===== src/board_regs_pkg.sv =====
package board_regs_pkg;

  // --------------------------------------------------
  // register bus types
  // --------------------------------------------------

  // register address from the spi command byte
  typedef logic [6:0] reg_addr_t;
  // one register byte
  typedef logic [7:0] reg_data_t;
  // route source select for one serial output
  typedef logic [2:0] route_sel_t;
  // one bit per regulator
  typedef logic [3:0] reg_en_t;

  // --------------------------------------------------
  // register map
  // --------------------------------------------------
  localparam reg_addr_t addr_magic      = 7'd0;
  localparam reg_addr_t addr_version    = 7'd1;
  localparam reg_addr_t addr_switches   = 7'd2;
  localparam reg_addr_t addr_config     = 7'd3;
  localparam reg_addr_t addr_asic_cntl  = 7'd4;
  localparam reg_addr_t addr_regs       = 7'd5;
  // four tacho counters from here
  localparam reg_addr_t addr_tacho_base = 7'd12;
  // seven route selectors from here
  localparam reg_addr_t addr_route_base = 7'd16;
  localparam reg_addr_t addr_sticky     = 7'd30;

  // routed outputs uc, down, up, die 0 to 3
  localparam int route_count = 7;

  // fixed read values and reset defaults
  localparam reg_data_t magic_value = 8'hb4;
  localparam reg_data_t version_value = 8'd1;
  localparam logic default_pll_bypass = 1'b1;
  localparam logic [2:0] default_baud_rate = 3'd0;

endpackage


===== src/board_timing_pkg.sv =====
package board_timing_pkg;

  // --------------------------------------------------
  // tick chain and tacho sizes
  // --------------------------------------------------

  // tenth of a second at 8 MHz, doubled when clk16 is set
  localparam int ten_hz_cycles_8m = 800000;
  // ten_hz pulses per one_hz pulse
  localparam int tenths_per_second = 10;

  // tacho pulses per second, saturating
  typedef logic [7:0] tacho_count_t;

endpackage


===== src/spi_slave.sv =====
module spi_slave (
  input  logic                      fclk,
  input  logic                      reset,
  input  logic                      spi_clk,
  input  logic                      spi_en_bar,
  input  logic                      spi_din,
  output logic                      spi_dout,
  output logic                      spi_dout_en,
  output board_regs_pkg::reg_addr_t reg_addr,
  output board_regs_pkg::reg_data_t reg_wd,
  output logic                      reg_we,
  output logic                      reg_re,
  input  board_regs_pkg::reg_data_t reg_rd
);

  // two sync flops plus one history flop for edge detect
  logic [2:0] clk_s;
  logic [1:0] en_bar_s;
  logic [1:0] din_s;
  logic clk_rise;
  logic clk_fall;
  // bit position in the 16 bit frame
  logic [3:0] bit_cnt;
  logic rw;
  // reg_rd is valid the cycle after reg_re
  logic load_rd;
  // last seven bits received
  logic [6:0] rx_shift;
  board_regs_pkg::reg_data_t tx_shift;

  // edges only count while selected
  assign clk_rise = clk_s[1] & ~clk_s[2] & ~en_bar_s[1];
  assign clk_fall = ~clk_s[1] & clk_s[2] & ~en_bar_s[1];
  assign spi_dout_en = ~en_bar_s[1];

  // --------------------------------------------------
  // pin synchronizers
  // --------------------------------------------------
  always_ff @(posedge fclk or negedge reset)
  begin
    if (!reset)
    begin
      clk_s <= '0;
      // idle deselected
      en_bar_s <= '1;
      din_s <= '0;
    end
    else
    begin
      clk_s <= {clk_s[1:0], spi_clk};
      en_bar_s <= {en_bar_s[0], spi_en_bar};
      din_s <= {din_s[0], spi_din};
    end
  end

  // --------------------------------------------------
  // frame shifter and register strobes
  // --------------------------------------------------
  always_ff @(posedge fclk or negedge reset)
  begin
    if (!reset)
    begin
      bit_cnt <= '0;
      rw <= 1'b0;
      rx_shift <= '0;
      tx_shift <= '0;
      spi_dout <= 1'b0;
      reg_addr <= '0;
      reg_wd <= '0;
      reg_we <= 1'b0;
      reg_re <= 1'b0;
      load_rd <= 1'b0;
    end
    else
    begin
      // strobes are single cycle
      reg_we <= 1'b0;
      reg_re <= 1'b0;
      load_rd <= reg_re;
      if (en_bar_s[1])
      begin
        // deselect aborts the frame
        bit_cnt <= '0;
        tx_shift <= '0;
      end
      else
      begin
        if (clk_rise)
        begin
          // msb first on rising spi_clk
          rx_shift <= {rx_shift[5:0], din_s[1]};
          bit_cnt <= bit_cnt + 4'd1;
          // end of command byte with rw at the top
          if (bit_cnt == 4'd7)
          begin
            rw <= rx_shift[6];
            reg_addr <= {rx_shift[5:0], din_s[1]};
            reg_re <= rx_shift[6];
          end
          // end of data byte
          if (bit_cnt == 4'd15)
          begin
            reg_wd <= {rx_shift[6:0], din_s[1]};
            reg_we <= ~rw;
          end
        end
        if (load_rd)
          tx_shift <= reg_rd;
        else if (clk_fall)
        begin
          // next bit out on falling spi_clk
          spi_dout <= tx_shift[7];
          tx_shift <= {tx_shift[6:0], 1'b0};
        end
      end
    end
  end

endmodule


===== src/control_regs.sv =====
module control_regs (
  input  logic                           fclk,
  input  logic                           reset,
  input  board_regs_pkg::reg_addr_t      reg_addr,
  input  board_regs_pkg::reg_data_t      reg_wd,
  input  logic                           reg_we,
  input  logic                           reg_re,
  input  board_regs_pkg::reg_data_t      route_rd,
  output board_regs_pkg::reg_data_t      reg_rd,
  input  board_regs_pkg::reg_data_t      config_sw,
  input  board_regs_pkg::reg_en_t        pgood,
  input  board_timing_pkg::tacho_count_t tach0,
  input  board_timing_pkg::tacho_count_t tach1,
  input  board_timing_pkg::tacho_count_t tach2,
  input  board_timing_pkg::tacho_count_t tach3,
  output logic                           clk16,
  output board_regs_pkg::reg_en_t        reg_en,
  output logic                           asic_reset_n,
  output logic                           pll_bypass,
  output logic [2:0]                     baud_rate
);

  // stored only, read back through config
  logic big_endian;
  board_regs_pkg::reg_en_t sticky;
  // pgood synchronizer and history for fall detect
  board_regs_pkg::reg_en_t pgood_meta;
  board_regs_pkg::reg_en_t pgood_sync;
  board_regs_pkg::reg_en_t pgood_last;
  board_regs_pkg::reg_en_t pgood_fall;
  board_regs_pkg::reg_data_t read_data;

  assign pgood_fall = pgood_last & ~pgood_sync;

  // --------------------------------------------------
  // writable registers and sticky power-good
  // --------------------------------------------------
  always_ff @(posedge fclk or negedge reset)
  begin
    if (!reset)
    begin
      clk16 <= 1'b0;
      big_endian <= 1'b0;
      asic_reset_n <= 1'b0;
      pll_bypass <= board_regs_pkg::default_pll_bypass;
      baud_rate <= board_regs_pkg::default_baud_rate;
      reg_en <= '0;
      sticky <= '0;
      pgood_meta <= '0;
      pgood_sync <= '0;
      pgood_last <= '0;
    end
    else
    begin
      pgood_meta <= pgood;
      pgood_sync <= pgood_meta;
      pgood_last <= pgood_sync;
      if (reg_we && reg_addr == board_regs_pkg::addr_config)
        {big_endian, clk16} <= reg_wd[1:0];
      if (reg_we && reg_addr == board_regs_pkg::addr_asic_cntl)
        {asic_reset_n, pll_bypass, baud_rate} <= reg_wd[4:0];
      if (reg_we && reg_addr == board_regs_pkg::addr_regs)
        reg_en <= reg_wd[3:0];
      // write loads, read rearms from reg_en, else falls clear
      if (reg_we && reg_addr == board_regs_pkg::addr_regs)
        sticky <= reg_wd[3:0];
      else if (reg_re && reg_addr == board_regs_pkg::addr_sticky)
        sticky <= reg_en;
      else
        sticky <= sticky & ~pgood_fall;
    end
  end

  // --------------------------------------------------
  // read mux
  // --------------------------------------------------
  always_comb
  begin
    case (reg_addr)
      board_regs_pkg::addr_magic: read_data = board_regs_pkg::magic_value;
      board_regs_pkg::addr_version: read_data = board_regs_pkg::version_value;
      board_regs_pkg::addr_switches: read_data = config_sw;
      board_regs_pkg::addr_config: read_data = {6'b0, big_endian, clk16};
      board_regs_pkg::addr_asic_cntl:
        read_data = {3'b0, asic_reset_n, pll_bypass, baud_rate};
      // status, pgood high nibble
      board_regs_pkg::addr_regs: read_data = {pgood_sync, reg_en};
      board_regs_pkg::addr_tacho_base: read_data = tach0;
      board_regs_pkg::addr_tacho_base + 7'd1: read_data = tach1;
      board_regs_pkg::addr_tacho_base + 7'd2: read_data = tach2;
      board_regs_pkg::addr_tacho_base + 7'd3: read_data = tach3;
      board_regs_pkg::addr_sticky: read_data = {4'b0, sticky};
      // router gives zero outside its block
      default: read_data = route_rd;
    endcase
  end

  // captured on the read strobe, held for the slave
  always_ff @(posedge fclk)
  begin
    if (reg_re)
      reg_rd <= read_data;
  end

endmodule


===== src/serial_router.sv =====
module serial_router (
  input  logic                      fclk,
  input  logic                      reset,
  input  board_regs_pkg::reg_addr_t reg_addr,
  input  board_regs_pkg::reg_data_t reg_wd,
  input  logic                      reg_we,
  output board_regs_pkg::reg_data_t route_rd,
  input  logic                      sin_uc,
  input  logic                      sin_up,
  input  logic                      sin_down,
  input  logic [3:0]                sin,
  output logic                      sout_uc,
  output logic                      sout_up,
  output logic                      sout_down,
  output logic [3:0]                sout
);

  board_regs_pkg::route_sel_t route_sel [board_regs_pkg::route_count];
  // source 0 is idle high
  logic [7:0] sources;
  logic [board_regs_pkg::route_count-1:0] routed;
  logic in_block;
  logic [2:0] route_idx;

  assign in_block = (reg_addr >= board_regs_pkg::addr_route_base) &&
                    (reg_addr < board_regs_pkg::addr_route_base + board_regs_pkg::route_count);
  assign route_idx = 3'(reg_addr - board_regs_pkg::addr_route_base);
  assign route_rd = in_block ? {5'b0, route_sel[route_idx]} : '0;

  // --------------------------------------------------
  // route selectors
  // --------------------------------------------------
  always_ff @(posedge fclk or negedge reset)
  begin
    if (!reset)
    begin
      for (int i = 0; i < board_regs_pkg::route_count; i++)
        route_sel[i] <= '0;
    end
    else if (reg_we && in_block)
      route_sel[route_idx] <= reg_wd[2:0];
  end

  // --------------------------------------------------
  // matrix, purely combinational
  // --------------------------------------------------
  assign sources = {sin, sin_up, sin_down, sin_uc, 1'b1};

  for (genvar i = 0; i < board_regs_pkg::route_count; i++)
  begin : g_route
    assign routed[i] = sources[route_sel[i]];
  end

  // output order uc, down, up, die 0 to 3
  assign {sout, sout_up, sout_down, sout_uc} = routed;

endmodule


===== src/tick_gen.sv =====
module tick_gen #(
  parameter int ticks_per_tenth = board_timing_pkg::ten_hz_cycles_8m
) (
  input  logic fclk,
  input  logic reset,
  input  logic clk16,
  output logic one_hz
);

  // wide enough for the doubled count
  localparam int cnt_w = $clog2(2 * ticks_per_tenth);

  logic [cnt_w-1:0] ten_cnt;
  logic [cnt_w-1:0] ten_last;
  logic ten_hz;
  // ten_hz pulses in the current second
  logic [3:0] tenth_cnt;

  // twice the count with a 16 MHz clock
  assign ten_last = clk16 ? cnt_w'(2 * ticks_per_tenth - 1) : cnt_w'(ticks_per_tenth - 1);

  // --------------------------------------------------
  // ten_hz and one_hz pulses
  // --------------------------------------------------
  always_ff @(posedge fclk or negedge reset)
  begin
    if (!reset)
    begin
      ten_cnt <= '0;
      ten_hz <= 1'b0;
      tenth_cnt <= '0;
      one_hz <= 1'b0;
    end
    else
    begin
      // >= covers a clk16 drop mid count
      ten_hz <= (ten_cnt >= ten_last);
      ten_cnt <= (ten_cnt >= ten_last) ? '0 : ten_cnt + 1'b1;
      one_hz <= 1'b0;
      if (ten_hz)
      begin
        if (tenth_cnt == 4'(board_timing_pkg::tenths_per_second - 1))
        begin
          tenth_cnt <= '0;
          one_hz <= 1'b1;
        end
        else
          tenth_cnt <= tenth_cnt + 4'd1;
      end
    end
  end

endmodule


===== src/tacho_timer.sv =====
module tacho_timer (
  input  logic                           fclk,
  input  logic                           reset,
  input  logic                           one_hz,
  input  logic                           tacho,
  output board_timing_pkg::tacho_count_t pulses_per_second
);

  // two sync flops plus history
  logic [2:0] tacho_s;
  logic tacho_rise;
  board_timing_pkg::tacho_count_t edge_cnt;

  assign tacho_rise = tacho_s[1] & ~tacho_s[2];

  always_ff @(posedge fclk or negedge reset)
  begin
    if (!reset)
    begin
      tacho_s <= '0;
      edge_cnt <= '0;
      pulses_per_second <= '0;
    end
    else
    begin
      tacho_s <= {tacho_s[1:0], tacho};
      if (one_hz)
      begin
        // latch and restart, keeping a coincident edge
        pulses_per_second <= edge_cnt;
        edge_cnt <= tacho_rise ? 8'd1 : 8'd0;
      end
      // saturate at 255
      else if (tacho_rise && edge_cnt != '1)
        edge_cnt <= edge_cnt + 8'd1;
    end
  end

endmodule


===== src/board_ctrl.sv =====
module board_ctrl #(
  parameter int ticks_per_tenth = board_timing_pkg::ten_hz_cycles_8m
) (
  input  logic       fclk,
  input  logic       reset,
  // regulators
  input  logic [3:0] pgood,
  output logic [3:0] reg_en,
  // serial links
  input  logic       sin_uc,
  input  logic       sin_up,
  input  logic       sin_down,
  input  logic [3:0] sin,
  output logic       sout_uc,
  output logic       sout_up,
  output logic       sout_down,
  output logic [3:0] sout,
  // asic mode pins
  output logic       pll_bypass,
  output logic       asic_reset_n,
  output logic [2:0] baud_rate,
  // spi slave to the microcontroller
  input  logic       spi_clk,
  input  logic       spi_en_bar,
  input  logic       spi_din,
  output logic       spi_dout,
  output logic       spi_dout_en,
  // misc inputs
  input  logic [7:0] config_sw,
  input  logic [3:0] tacho
);

  board_regs_pkg::reg_addr_t reg_addr;
  board_regs_pkg::reg_data_t reg_wd;
  board_regs_pkg::reg_data_t reg_rd;
  board_regs_pkg::reg_data_t route_rd;
  logic reg_we;
  logic reg_re;
  logic clk16;
  logic one_hz;
  board_timing_pkg::tacho_count_t tach [4];

  // --------------------------------------------------
  // register bus
  // --------------------------------------------------
  spi_slave spi_slave_inst (
    .fclk(fclk), .reset(reset),
    .spi_clk(spi_clk), .spi_en_bar(spi_en_bar), .spi_din(spi_din),
    .spi_dout(spi_dout), .spi_dout_en(spi_dout_en),
    .reg_addr(reg_addr), .reg_wd(reg_wd), .reg_we(reg_we), .reg_re(reg_re),
    .reg_rd(reg_rd)
  );

  control_regs control_regs_inst (
    .fclk(fclk), .reset(reset),
    .reg_addr(reg_addr), .reg_wd(reg_wd), .reg_we(reg_we), .reg_re(reg_re),
    .route_rd(route_rd), .reg_rd(reg_rd), .config_sw(config_sw), .pgood(pgood),
    .tach0(tach[0]), .tach1(tach[1]), .tach2(tach[2]), .tach3(tach[3]),
    .clk16(clk16), .reg_en(reg_en), .asic_reset_n(asic_reset_n),
    .pll_bypass(pll_bypass), .baud_rate(baud_rate)
  );

  serial_router serial_router_inst (
    .fclk(fclk), .reset(reset),
    .reg_addr(reg_addr), .reg_wd(reg_wd), .reg_we(reg_we), .route_rd(route_rd),
    .sin_uc(sin_uc), .sin_up(sin_up), .sin_down(sin_down), .sin(sin),
    .sout_uc(sout_uc), .sout_up(sout_up), .sout_down(sout_down), .sout(sout)
  );

  // --------------------------------------------------
  // tick chain and fan tachos
  // --------------------------------------------------
  tick_gen #(.ticks_per_tenth(ticks_per_tenth)) tick_gen_inst (
    .fclk(fclk), .reset(reset), .clk16(clk16), .one_hz(one_hz)
  );

  for (genvar i = 0; i < 4; i++)
  begin : g_tacho
    tacho_timer tacho_timer_inst (
      .fclk(fclk), .reset(reset), .one_hz(one_hz),
      .tacho(tacho[i]), .pulses_per_second(tach[i])
    );
  end

endmodule


===== config.mk =====
export PLATFORM = sky130hd
export DESIGN_NAME = board_ctrl
export DESIGN_NICKNAME = d
export VERILOG_FILES = /design/src/board_regs_pkg.sv /design/src/board_timing_pkg.sv /design/src/spi_slave.sv /design/src/control_regs.sv /design/src/serial_router.sv /design/src/tick_gen.sv /design/src/tacho_timer.sv /design/src/board_ctrl.sv
export SDC_FILE = /design/constraint.sdc
export NUM_CORES = 1
export LEC_CHECK = 0
export ABC_AREA = 1
export BUFFER_PORTS_ARGS = -buffer_cell sky130_fd_sc_hd__buf_2
export CAP_MARGIN = 20
export CORE_AREA = 2 2 136 138
export CTS_BUF_LIST = sky130_fd_sc_hd__clkbuf_8
export CTS_CLUSTER_SIZE = 14
export DETAILED_ROUTE_END_ITERATION = 8
export DIE_AREA = 0 0 138 140
export PLACE_DENSITY = 0.82
export SLEW_MARGIN = 20
export SYNTH_ARGS = -nofsm -noshare
export SYNTH_HDL_FRONTEND = slang
export SYNTH_SLANG_ARGS = --single-unit

===== constraint.sdc =====
create_clock -name fclk -period 1.7 [get_ports fclk]
set_input_delay 0 -clock fclk [delete_from_list [all_inputs] [get_ports fclk]]
set_output_delay 0 -clock fclk [all_outputs]
set_load 0.05 [all_outputs]

==> results.cfg, run 1 <==
[status]
status = finished clean

[place]
numPortBuffers = 45
place_hpwl_um = 16500
place.gp.congestion = 0.977
pre_cts_ws_ns = -0.0344

[clock_tree]
cts_tree = done
clkLatencyLatePin_ns = 0.53
cts_buffers = 35
htree_levels = 2
clkSinkCount = 202
cts_root_buf = clkbuf_8
path_clk_slew_ns = 0.06
cts_buffer_depth = 3

[sta]
fin_crit_ns = 1.68
setup_violations = 0
fmax_ghz = 0.595
drv_slew = 0
hold_slack_ns = 0.0249
timing.slew.headroom_pct = 62.8
setup_ws_ns = 0.0183
hold_viol = 0
tightest_slew_ns = 0.558
period_share_pct = 98.9
rsz0062_at_grt = yes
fin_worst_skew_ns = 0.0301

[synthesis]
ys_top_cells_by_area = dfrtp_1 (49%), nand2_1 (13%), o21ai_0 (6.4%), nand3_1 (4.9%), inv_1 (4.9%)
yosys-top-cells-count = nand2_1 (341), dfrtp_1 (191), inv_1 (128)
synth_compound_gate_area_share_pct = 11.3
ys_seq_area_share_pct = 52.1
synth-xor-area-share_pct = 1.34
synth.distinct_cells = 44
yosysMostFrequentCell = nand2_1
synth_flop_cell = dfrtp_1
async_flop_share_pct = 96.0
synth-simple-area-share_pct = 26.9
synth-adder-area-share_pct = 1.66
yosys.area.top_type_share_pct = 48.8
syn-mean-instance-area_um2 = 8.02
synth_top_family_by_area = simple AND/OR/NAND/NOR gates
synth_nets = 1261
synthMuxAreaShare_pct = 0.217
yosysTopAreaCell = dfrtp_1
postSynthCellCount = 1220
synth_edf_count = 8
synth-seq-cells = 202
yosys_warnings = 0
syn-cell-area_um2 = 9790

[route]
route.detailed.drc = 0
antenna_left = 0
drtIter0Drc = 728
dr.pass1.iters = 5
drt-total-wl_um = 23300
num_vias = 8660
wl_per_cell_um = 14.6
avgViaCountPerCell = 5.43

[cells_and_area]
fin_util_pct = 65.3
area_growth_pct = 18.6
nets = 1382
drive_above_1_share_pct = 14.9
diodes = 0

[worst_setup_path]
critical_path_buf_inv_count = 1
crit_family = simple AND/OR/NAND/NOR gates
crit_type = flop to flop
start_kind = flop
required_ns = 2.11
crit_chain = ha_1 > nand3_2 > nor2_1 > nand3_1 > nor2_1 > nor2_1 > nand2_2 > buf_4 > nor2_1
cp_common_cell = nor2_1
slowest_stage = dfrtp_2
arrival_ns = 2.09
slowest_delay_ns = 0.44
crit_fanout = 5
end_kind = flop

[floorplan]
die_h_um = 140
start_util_pct = 55.1
die-area_um2 = 19300
std_cell_rows = 49
core_um2 = 17800
die_w_um = 138
io_pins = 46

[power_and_ir_drop]
finalPower_mw = 10.3
powerDensity_nw_per_um2 = 890
power_leakage_nw = 5.41
ir_drop_mv = 0.964

[global_route]
grt_pass1_wl_um = 38200
gr-total-overflow = 0
antenna_found_initial = 0
grtUsageTotal_pct = 23.9
grt_max_degree = 65
first_global_vias = 8125

[job]
cap_violations = 0

[min_path]
worst_hold_path_type = input pin to async pin
==> cells by family after synthesis <==
| logic type | Yosys count |
|---|---|
| buffers and inverters | 162 |
| adder cells (fa/ha/maj) | 13 |
| AND/OR/NAND/NOR | 618 |
| multiplexers | 2 |
| flip-flops | 202 |
| AO/OA/AOI/OAI | 208 |
| XOR/XNOR | 15 |
==> final timing paths <==
kind                            slack [ns]  cells past startpoint                                       from                                      endpoint
worst max-delay path                  0.02                      9        control_regs_inst.clk16$_DFFE_PN0P_            tick_gen_inst.ten_cnt[4]$_DFF_PN0_
worst min-delay path                  0.02                      2                                      reset  serial_router_inst.route_sel[15]$_DFFE_PN0P_
worst max register to register        0.02                      9        control_regs_inst.clk16$_DFFE_PN0P_            tick_gen_inst.ten_cnt[4]$_DFF_PN0_
worst min register to register        0.34                      0  control_regs_inst.pgood_meta[3]$_DFF_PN0_     control_regs_inst.pgood_sync[3]$_DFF_PN0_
max in group asynchronous             0.99                      3                                      reset  serial_router_inst.route_sel[12]$_DFFE_PN0P_
min in group fclk                     0.09                      5                               config_sw[1]         control_regs_inst.reg_rd[1]$_DFFE_PP_
==> power breakdown <==
group	total, mW	internal, mW	switching [mW]	leakage, nW
Clock	4.15	2.22	1.93	0.391
Combinational	0.816	0.332	0.484	2.37
Sequential	5.37	5.10	0.270	2.64
==> layout make-up <==
| type | instances | area (um2) |
|---|---|---|
| Clock buffer | 38 | 523 |
| Clock inverter | 24 | 135 |
| Fill cell | 1451 | 6170 |
| Inverter | 135 | 509 |
| Multi-Input combinational cell | 856 | 4150 |
| Sequential cell | 202 | 5110 |
| Tap cell | 229 | 287 |
| Timing Repair Buffer | 111 | 896 |
==> placed cells by master (no fill, tap or decap), types with 25 or more instances in the layout <==
cell	instances
nand2_1	331
dfrtp_1	181
inv_1	140
nor2_1	123
o21ai_0	117
nand3_1	94
buf_4	41
clkbuf_8	39
buf_2	37
o21ai_1	31
a21oi_1	25
==> stage by stage <==
stage / instances / TNS, ns / cell area [um2]
after floorplan: 1220 / 0 / 9790
after global placement: 1506 / 0 / 10500
after detailed placement: 1506 / -0.441 / 10500
after CTS: 1587 / 0 / 11400
after global routing: 1595 / -1.74 / 11600
final: 1595 / 0 / 11600
==> routing by layer <==
metal  global-route usage, %  wire [um]
met5                       0          0
met3                    4.38       1650
met4                    8.86        539
met1                    31.8      10000
met2                    39.5      11100
==> registers in the layout, summed over array words and instances, names as in the netlist, 2 cells and up <==
signal,count
spi_slave_inst.tx_shift,8
spi_slave_inst.rx_shift,7
control_regs_inst.pgood_last,4
control_regs_inst.reg_rd,8
g_tacho.tacho_timer_inst.tacho_s,12
spi_slave_inst.bit_cnt,4
tick_gen_inst.tenth_cnt,4
control_regs_inst.pgood_sync,4
g_tacho.tacho_timer_inst.pulses_per_second,32
control_regs_inst.baud_rate,3
spi_slave_inst.en_bar_s,2
spi_slave_inst.reg_wd,5
control_regs_inst.pgood_meta,4
control_regs_inst.sticky,4
tick_gen_inst.ten_cnt,21
serial_router_inst.route_sel,21
control_regs_inst.reg_en,4
g_tacho.tacho_timer_inst.edge_cnt,32
spi_slave_inst.din_s,2
spi_slave_inst.clk_s,3
spi_slave_inst.reg_addr,7
==> timing repair <==
action | CTS | global route
endpoints found under the hold margin | 209 | 0
pin swaps | 0 | 5
gates resized for setup | 7 | 50
setup buffers | 0 | 6
setup endpoints to repair | 22 | 72
cloned | 0 | 2
hold buffers | 19 | 0
Power figures use the tool's default switching activity.
==> run 2, diff against run 1 <==
Settings changed: ABC_AREA 1 to default, CORE_AREA 2 2 136 138 to 2 2 133 135, DIE_AREA 0 0 138 140 to 0 0 135 137.
==> run 2 against run 1 <==
The run now ends with setup timing left. Critical path depth decreased by 3. Synthesized cell count shrank 36%. Flip-flop and latch count is the same. Die area fell by 4.3%. Sequential share of layout area decreased by 1.8 points. Setup slack got worse by 0.21 ns. Sequential power rose by 3%.
==> results.cfg, run 2 <==
[status]
status = finished, violations left
violations = setup timing

[clock_tree]
htree_levels = 2
clkSinkCount = 202
cts_root_buf = clkbuf_8
cts_tree = done
cts_buffer_depth = 3
cts_buffers = 34
path_clk_slew_ns = 0.06
clkLatencyLatePin_ns = 0.53

[job]
cap_violations = 0

[worst_setup_path]
slowest_delay_ns = 0.65
reg2reg_depth = 6
end_kind = flop
crit_fanout = 7
arrival_ns = 2.25
reg2reg_from = spi_slave_inst.reg_addr[3]$_DFFE_PN0P_
crit_family = simple AND/OR/NAND/NOR gates
reg2reg_slack_ns = -0.19
critical_path_buf_inv_count = 2
required_ns = 2.06
crit_type = flop to flop
start_kind = flop
crit_chain = or4_4 > buf_4 > nor3_2 > buf_4 > a211oi_2 > o211ai_1
r2r_end = control_regs_inst.reg_rd[2]$_DFFE_PP_
slowest_stage = or4_4
cp_common_cell = buf_4

[synthesis]
syn-mean-instance-area_um2 = 12.0
synth_nets = 820
ys_top_cells_by_area = dfrtp_1 (51%), mux2_2 (10%), mux2i_1 (3.2%), mux4_2 (3.1%), nor2_1 (2.7%)
yosys-top-cells-count = dfrtp_1 (191), mux2_2 (86), nor2_1 (68)
syn-cell-area_um2 = 9330
async_flop_share_pct = 96.0
yosys.area.top_type_share_pct = 51.2
postSynthCellCount = 779
yosysMostFrequentCell = dfrtp_1
yosys_warnings = 0
synth.distinct_cells = 60
ys_seq_area_share_pct = 54.6
synth-seq-cells = 202
yosysTopAreaCell = dfrtp_1
synth_edf_count = 8
synth_flop_cell = dfrtp_1

[power_and_ir_drop]
switching_share_pct = 26.2
power.share.combinational_pct = 9.2
power.internal_mw = 8.04
power_leakage_nw = 5.41
p_sw_mw = 2.86
clkPwrFrac_pct = 40.0
powerDensity_nw_per_um2 = 901
ir_drop_mv = 0.522
finalPower_mw = 10.9
seqPwrFrac_pct = 50.8

[cells_and_area]
layout_common_cells = dfrtp_1 (181), mux2_2 (72), buf_4 (68), nand2_1 (50), nor2_1 (46)
fill_cells = 1089
drive_above_1_share_pct = 39.4
final_common_cell = dfrtp_1
fin_util_pct = 70.9
diodes = 0
nets = 990
largest_registers = g_tacho.tacho_timer_inst.edge_cnt (32), g_tacho.tacho_timer_inst.pulses_per_second (32)
area_growth_pct = 29.6

[global_route]
first_global_vias = 7156
grt_pass1_wl_um = 36600
grt_max_degree = 63
antenna_found_initial = 0
grtUsageTotal_pct = 25.3
gr-total-overflow = 0

[sta]
period_share_pct = 111
setup_ws_ns = -0.191
hold_viol = 0
timing.slew.headroom_pct = 58.8
tightest_slew_ns = 0.618
setup_violations = 72
drv_slew = 0
fmax_ghz = 0.529
fin_crit_ns = 1.89
rsz0062_at_grt = yes
fin_worst_skew_ns = 0.0263
fin_tns_setup_ns = -8.62

[route]
drtIter0Drc = 565
dr.pass1.iters = 5
wl_per_cell_um = 20.1
avgViaCountPerCell = 5.88
antenna_left = 0
num_vias = 7050
route.detailed.drc = 0
drt-total-wl_um = 24200

[floorplan]
core_um2 = 17100
start_util_pct = 54.7
die-area_um2 = 18500
die_w_um = 135
std_cell_rows = 48
die_h_um = 137
io_pins = 46

[place]
pre_cts_ws_ns = -0.213
place.gp.congestion = 0.846
place_hpwl_um = 13900
numPortBuffers = 45

[min_path]
worst_hold_path_type = input pin to async pin
-- run 2: changes by cell type in the layout (fill, tap and decap cells not counted), sizes merged, moves of 11 or more --
cell,delta
xnor2,+18
inv,-123
nand2,-290
mux2i,+29
o21ai,-133
buf,+52
nand3,-59
nor2,-64
nand2b,+11
nor3,+15
nor3b,+11
mux4,+13
mux2,+87
o22ai,-17
-- run 2: kinds of logic after synthesis --
kind of cell | count (synthesis) | synth area share [%]
and+or+nand+nor | 259 | 14.2
muxes | 131 | 17.1
xor gates and xnor gates | 42 | 3.94
AOI/OAI and AO/OA | 90 | 6.47
adders and majority gates | 13 | 1.74
DFF | 202 | 54.6
buffers and inverters | 42 | 1.97
-- run 2: metrics by stage --
step | hold WS (ns) | instances | area, um2
finish | 0.0731 | 1200 | 12100
global route | 0.0825 | 1200 | 12100
CTS | 0.0540 | 1183 | 11700
detailed placement | -0.0489 | 1086 | 10400
global placement | -0.0522 | 1086 | 10400
floorplan | -0.296 | 779 | 9430
-- run 2: worst max-delay path by stage --
| stage | startpoint | endpoint | slack, ns | cells past startpoint |
|---|---|---|---|---|
| 6_report | spi_slave_inst.reg_addr[3]$_DFFE_PN0P_ | control_regs_inst.reg_rd[2]$_DFFE_PP_ | -0.19 | 6 |
| 5_1_grt | control_regs_inst.clk16$_DFFE_PN0P_ | tick_gen_inst.ten_cnt[5]$_DFF_PN0_ | -0.28 | 8 |
| 3_5_place_dp | control_regs_inst.clk16$_DFFE_PN0P_ | tick_gen_inst.ten_cnt[18]$_DFF_PN0_ | -0.21 | 8 |
| 2_1_floorplan | spi_slave_inst.reg_addr[4]$_DFFE_PN0P_ | control_regs_inst.reg_en[2]$_DFFE_PN0P_ | -0.19 | 7 |
| 4_1_cts | control_regs_inst.clk16$_DFFE_PN0P_ | tick_gen_inst.ten_cnt[1]$_DFF_PN0_ | -0.10 | 9 |
| 3_3_place_gp | control_regs_inst.clk16$_DFFE_PN0P_ | tick_gen_inst.ten_cnt[6]$_DFF_PN0_ | -0.16 | 8 |
-- run 2: power by group through the flow --
stage	clock [mW]	combinational [mW]	sequential (mW)
2_1_floorplan	0	0.518	5.51
3_3_place_gp	0	0.861	5.58
3_5_place_dp	0	0.912	5.60
4_1_cts	4.42	0.961	5.52
5_1_grt	4.69	1.12	5.59
6_report	4.35	1.00	5.54
-- run 2: final cells by class --
class	instances	area, um2	area share [%]
inverters	12	53.8	0.445
flip-flops and latches	202	5110	42.2
clock inverters	20	111	0.920
repair buffers	163	1410	11.6
clock buffers	42	578	4.78
multi-input cells	536	4560	37.7
well taps	225	282	2.33
-- run 2: what timing repair did --
item | CTS | global route
setup endpoints to repair | 63 | 82
gates cloned | 2 | 0
pin swaps | 38 | 30
hold buffers | 20 | 0
endpoints found under the hold margin | 209 | 0
gates resized for setup | 67 | 73
buffers inserted | 14 | 19
-- run 2: metal layers --
layer  global-route usage [%]  share of wire, %
met1                     33.4                40
met2                     40.8                48
met3                     5.33               6.9
met4                     10.9               4.3
met5                        0                 0
-- run 2: worst min-delay path, stage by stage --
cell and delay (ns):
dlygate4sd3_1 0.53, clkbuf_8 0.19, buf_12 0.24
==> run 3, diff against run 2 <==
Settings changed: CORE_AREA 2 2 133 135 to 2 2 128 142, CTS_BUF_LIST sky130_fd_sc_hd__clkbuf_8 to default, DIE_AREA 0 0 135 137 to 0 0 130 144, PLACE_DENSITY 0.82 to 0.81.
==> run 3 against run 2 <==
The flow still finishes with violations (setup timing). Die area is 1.2% higher. Global-route usage is 1.7 points lower. First-iteration DRC count is 6.9% lower. Final cell count is 1.3% lower. Register-to-register slack hardly changed. Critical path depth is 1 lower. Clock power is 5.5% higher. Sequential power hardly changed. Non-clock buffer count is 7 lower. Worst hold slack worse by 0.063 ns. Sequential share of layout area is 0.083 points higher. Critical endpoint is now control_regs_inst.reg_rd[3]$_SDFFCE_PP0P_.
==> results.cfg, run 3 (same netlist as run 2, synthesis figures left out) <==
[status]
status = finished, violations left
violations = setup timing

[sta]
timing.slew.headroom_pct = 62.0
setup_ws_ns = -0.195
fin_tns_setup_ns = -8.05
rsz0062_at_grt = yes
fmax_ghz = 0.528
hold_slack_ns = 0.0105
drv_slew = 0
setup_violations = 70
hold_viol = 0
fin_crit_ns = 1.90
period_share_pct = 111
tightest_slew_ns = 0.571
fin_worst_skew_ns = 0.0250

[worst_setup_path]
crit_type = flop to flop
crit_fanout = 5
r2r_end = control_regs_inst.reg_rd[3]$_SDFFCE_PP0P_
reg2reg_depth = 5
startpoint = spi_slave_inst.reg_addr[3]$_DFFE_PN0P_
crit_chain = or4_4 > buf_12 > nor3_4 > a222oi_1 > nand2_1
slowest_stage = or4_4
end_kind = flop
start_kind = flop
reg2reg_slack_ns = -0.20
required_ns = 2.07
arrival_ns = 2.27
reg2reg_from = spi_slave_inst.reg_addr[3]$_DFFE_PN0P_
slowest_delay_ns = 0.60

[global_route]
grt_max_degree = 61
gr-total-overflow = 0
first_global_vias = 7026
grt_pass1_wl_um = 35000
grtUsageTotal_pct = 23.5
antenna_found_initial = 0

[route]
drt-total-wl_um = 23400
wl_per_cell_um = 19.8
route.detailed.drc = 0
drtIter0Drc = 526
num_vias = 6992
avgViaCountPerCell = 5.91
dr.pass1.iters = 5
antenna_left = 0

[power_and_ir_drop]
p_sw_mw = 2.77
ir_drop_mv = 0.716
clkPwrFrac_pct = 41.5
switching_share_pct = 25.0
power.share.combinational_pct = 8.2
power_leakage_nw = 5.33
seqPwrFrac_pct = 50.3
power.internal_mw = 8.29
powerDensity_nw_per_um2 = 916

[cells_and_area]
largest_registers = g_tacho.tacho_timer_inst.edge_cnt (32), g_tacho.tacho_timer_inst.pulses_per_second (32)
drive_above_1_share_pct = 39.0
layout_common_cells = dfrtp_1 (181), mux2_2 (70), buf_4 (66), nand2_1 (50), nor2_1 (47)
nets = 971
fin_util_pct = 69.3
diodes = 0
area_growth_pct = 29.4
final_common_cell = dfrtp_1
final_area_um2 = 12100

[place]
place_hpwl_um = 13600
place_area_um2 = 10400
numPortBuffers = 45
place.gp.congestion = 0.898
pre_cts_ws_ns = -0.171

[clock_tree]
clkLatencyLatePin_ns = 0.51
cts_tree = done
cts_root_buf = clkbuf_16
htree_levels = 1
clkSinkCount = 202
cts_buffer_depth = 3
path_clk_slew_ns = 0.07
cts_buffers = 22

[floorplan]
start_util_pct = 53.6
die-area_um2 = 18700
die_h_um = 144
io_pins = 46
core_um2 = 17400
die_w_um = 130
std_cell_rows = 51

[min_path]
worst_hold_path_type = input pin to async pin

[job]
cap_violations = 0
run 3: cell type report:
type	instances	area, um2
clock buffer	31	656
clock inverter	9	51.3
fill	1121	5350
inverter	12	51.3
sequential	202	5110
timing repair buffer	156	1360
tap	238	298
multi-input combinational	536	4550
run 3: worst max-delay path: cells and delay by family, from the launching register on:
family / cells / cell delay, ns
AND/OR/NAND/NOR: 3 / 0.98
flip-flops: 1 / 0.40
AO/OA/AOI/OAI: 1 / 0.21
buffers and inverters: 1 / 0.17
run 3: worst max path at each step:
stage	end	slack (ns)	cells after the start
2_1_floorplan	control_regs_inst.reg_en[2]$_DFFE_PN0P_	-0.19	7
3_3_place_gp	tick_gen_inst.ten_cnt[13]$_DFF_PN0_	-0.13	8
3_5_place_dp	tick_gen_inst.ten_cnt[15]$_DFF_PN0_	-0.17	8
4_1_cts	serial_router_inst.route_sel[19]$_DFFE_PN0P_	-0.09	6
5_1_grt	tick_gen_inst.ten_cnt[4]$_DFF_PN0_	-0.26	8
6_report	control_regs_inst.reg_rd[3]$_SDFFCE_PP0P_	-0.20	5
run 3: power groups by stage:
stage / registers [mW] / clock network, mW / logic (mW)
2_1_floorplan: 5.51 / 0 / 0.518
3_3_place_gp: 5.60 / 0 / 0.814
3_5_place_dp: 5.62 / 0 / 0.863
4_1_cts: 5.54 / 4.63 / 0.904
5_1_grt: 5.61 / 4.88 / 1.03
6_report: 5.56 / 4.59 / 0.908
run 3: stage by stage:
step,power [mW],cells
after CTS,11.1,1169
after floorplan,6.03,779
after detailed placement,6.48,1097
final,11.1,1184
after global routing,11.5,1184
after global placement,6.42,1097
run 3: layer usage:
layer | GRT usage, % | part of all wire, % | routed length (um) | vias to the layer above
met1 | 30.8 | 40 | 9330 | 3496
li1 | - | - | - | 3128
met3 | 3.85 | 6.1 | 1440 | 82
met5 | 0 | 0 | 0 | -
met2 | 39.8 | 50 | 11700 | 286
met4 | 8.49 | 4.0 | 947 | 0
run 3: what timing repair did:
| action | 4_1_cts | 5_1_grt |
|---|---|---|
| resized for setup | 69 | 69 |
| pin swaps | 36 | 26 |
| endpoints found under the hold margin | 209 | 0 |
| setup endpoints to repair | 69 | 86 |
| hold buffers | 18 | 0 |
| gates cloned | 1 | 3 |
| buffers inserted | 14 | 13 |
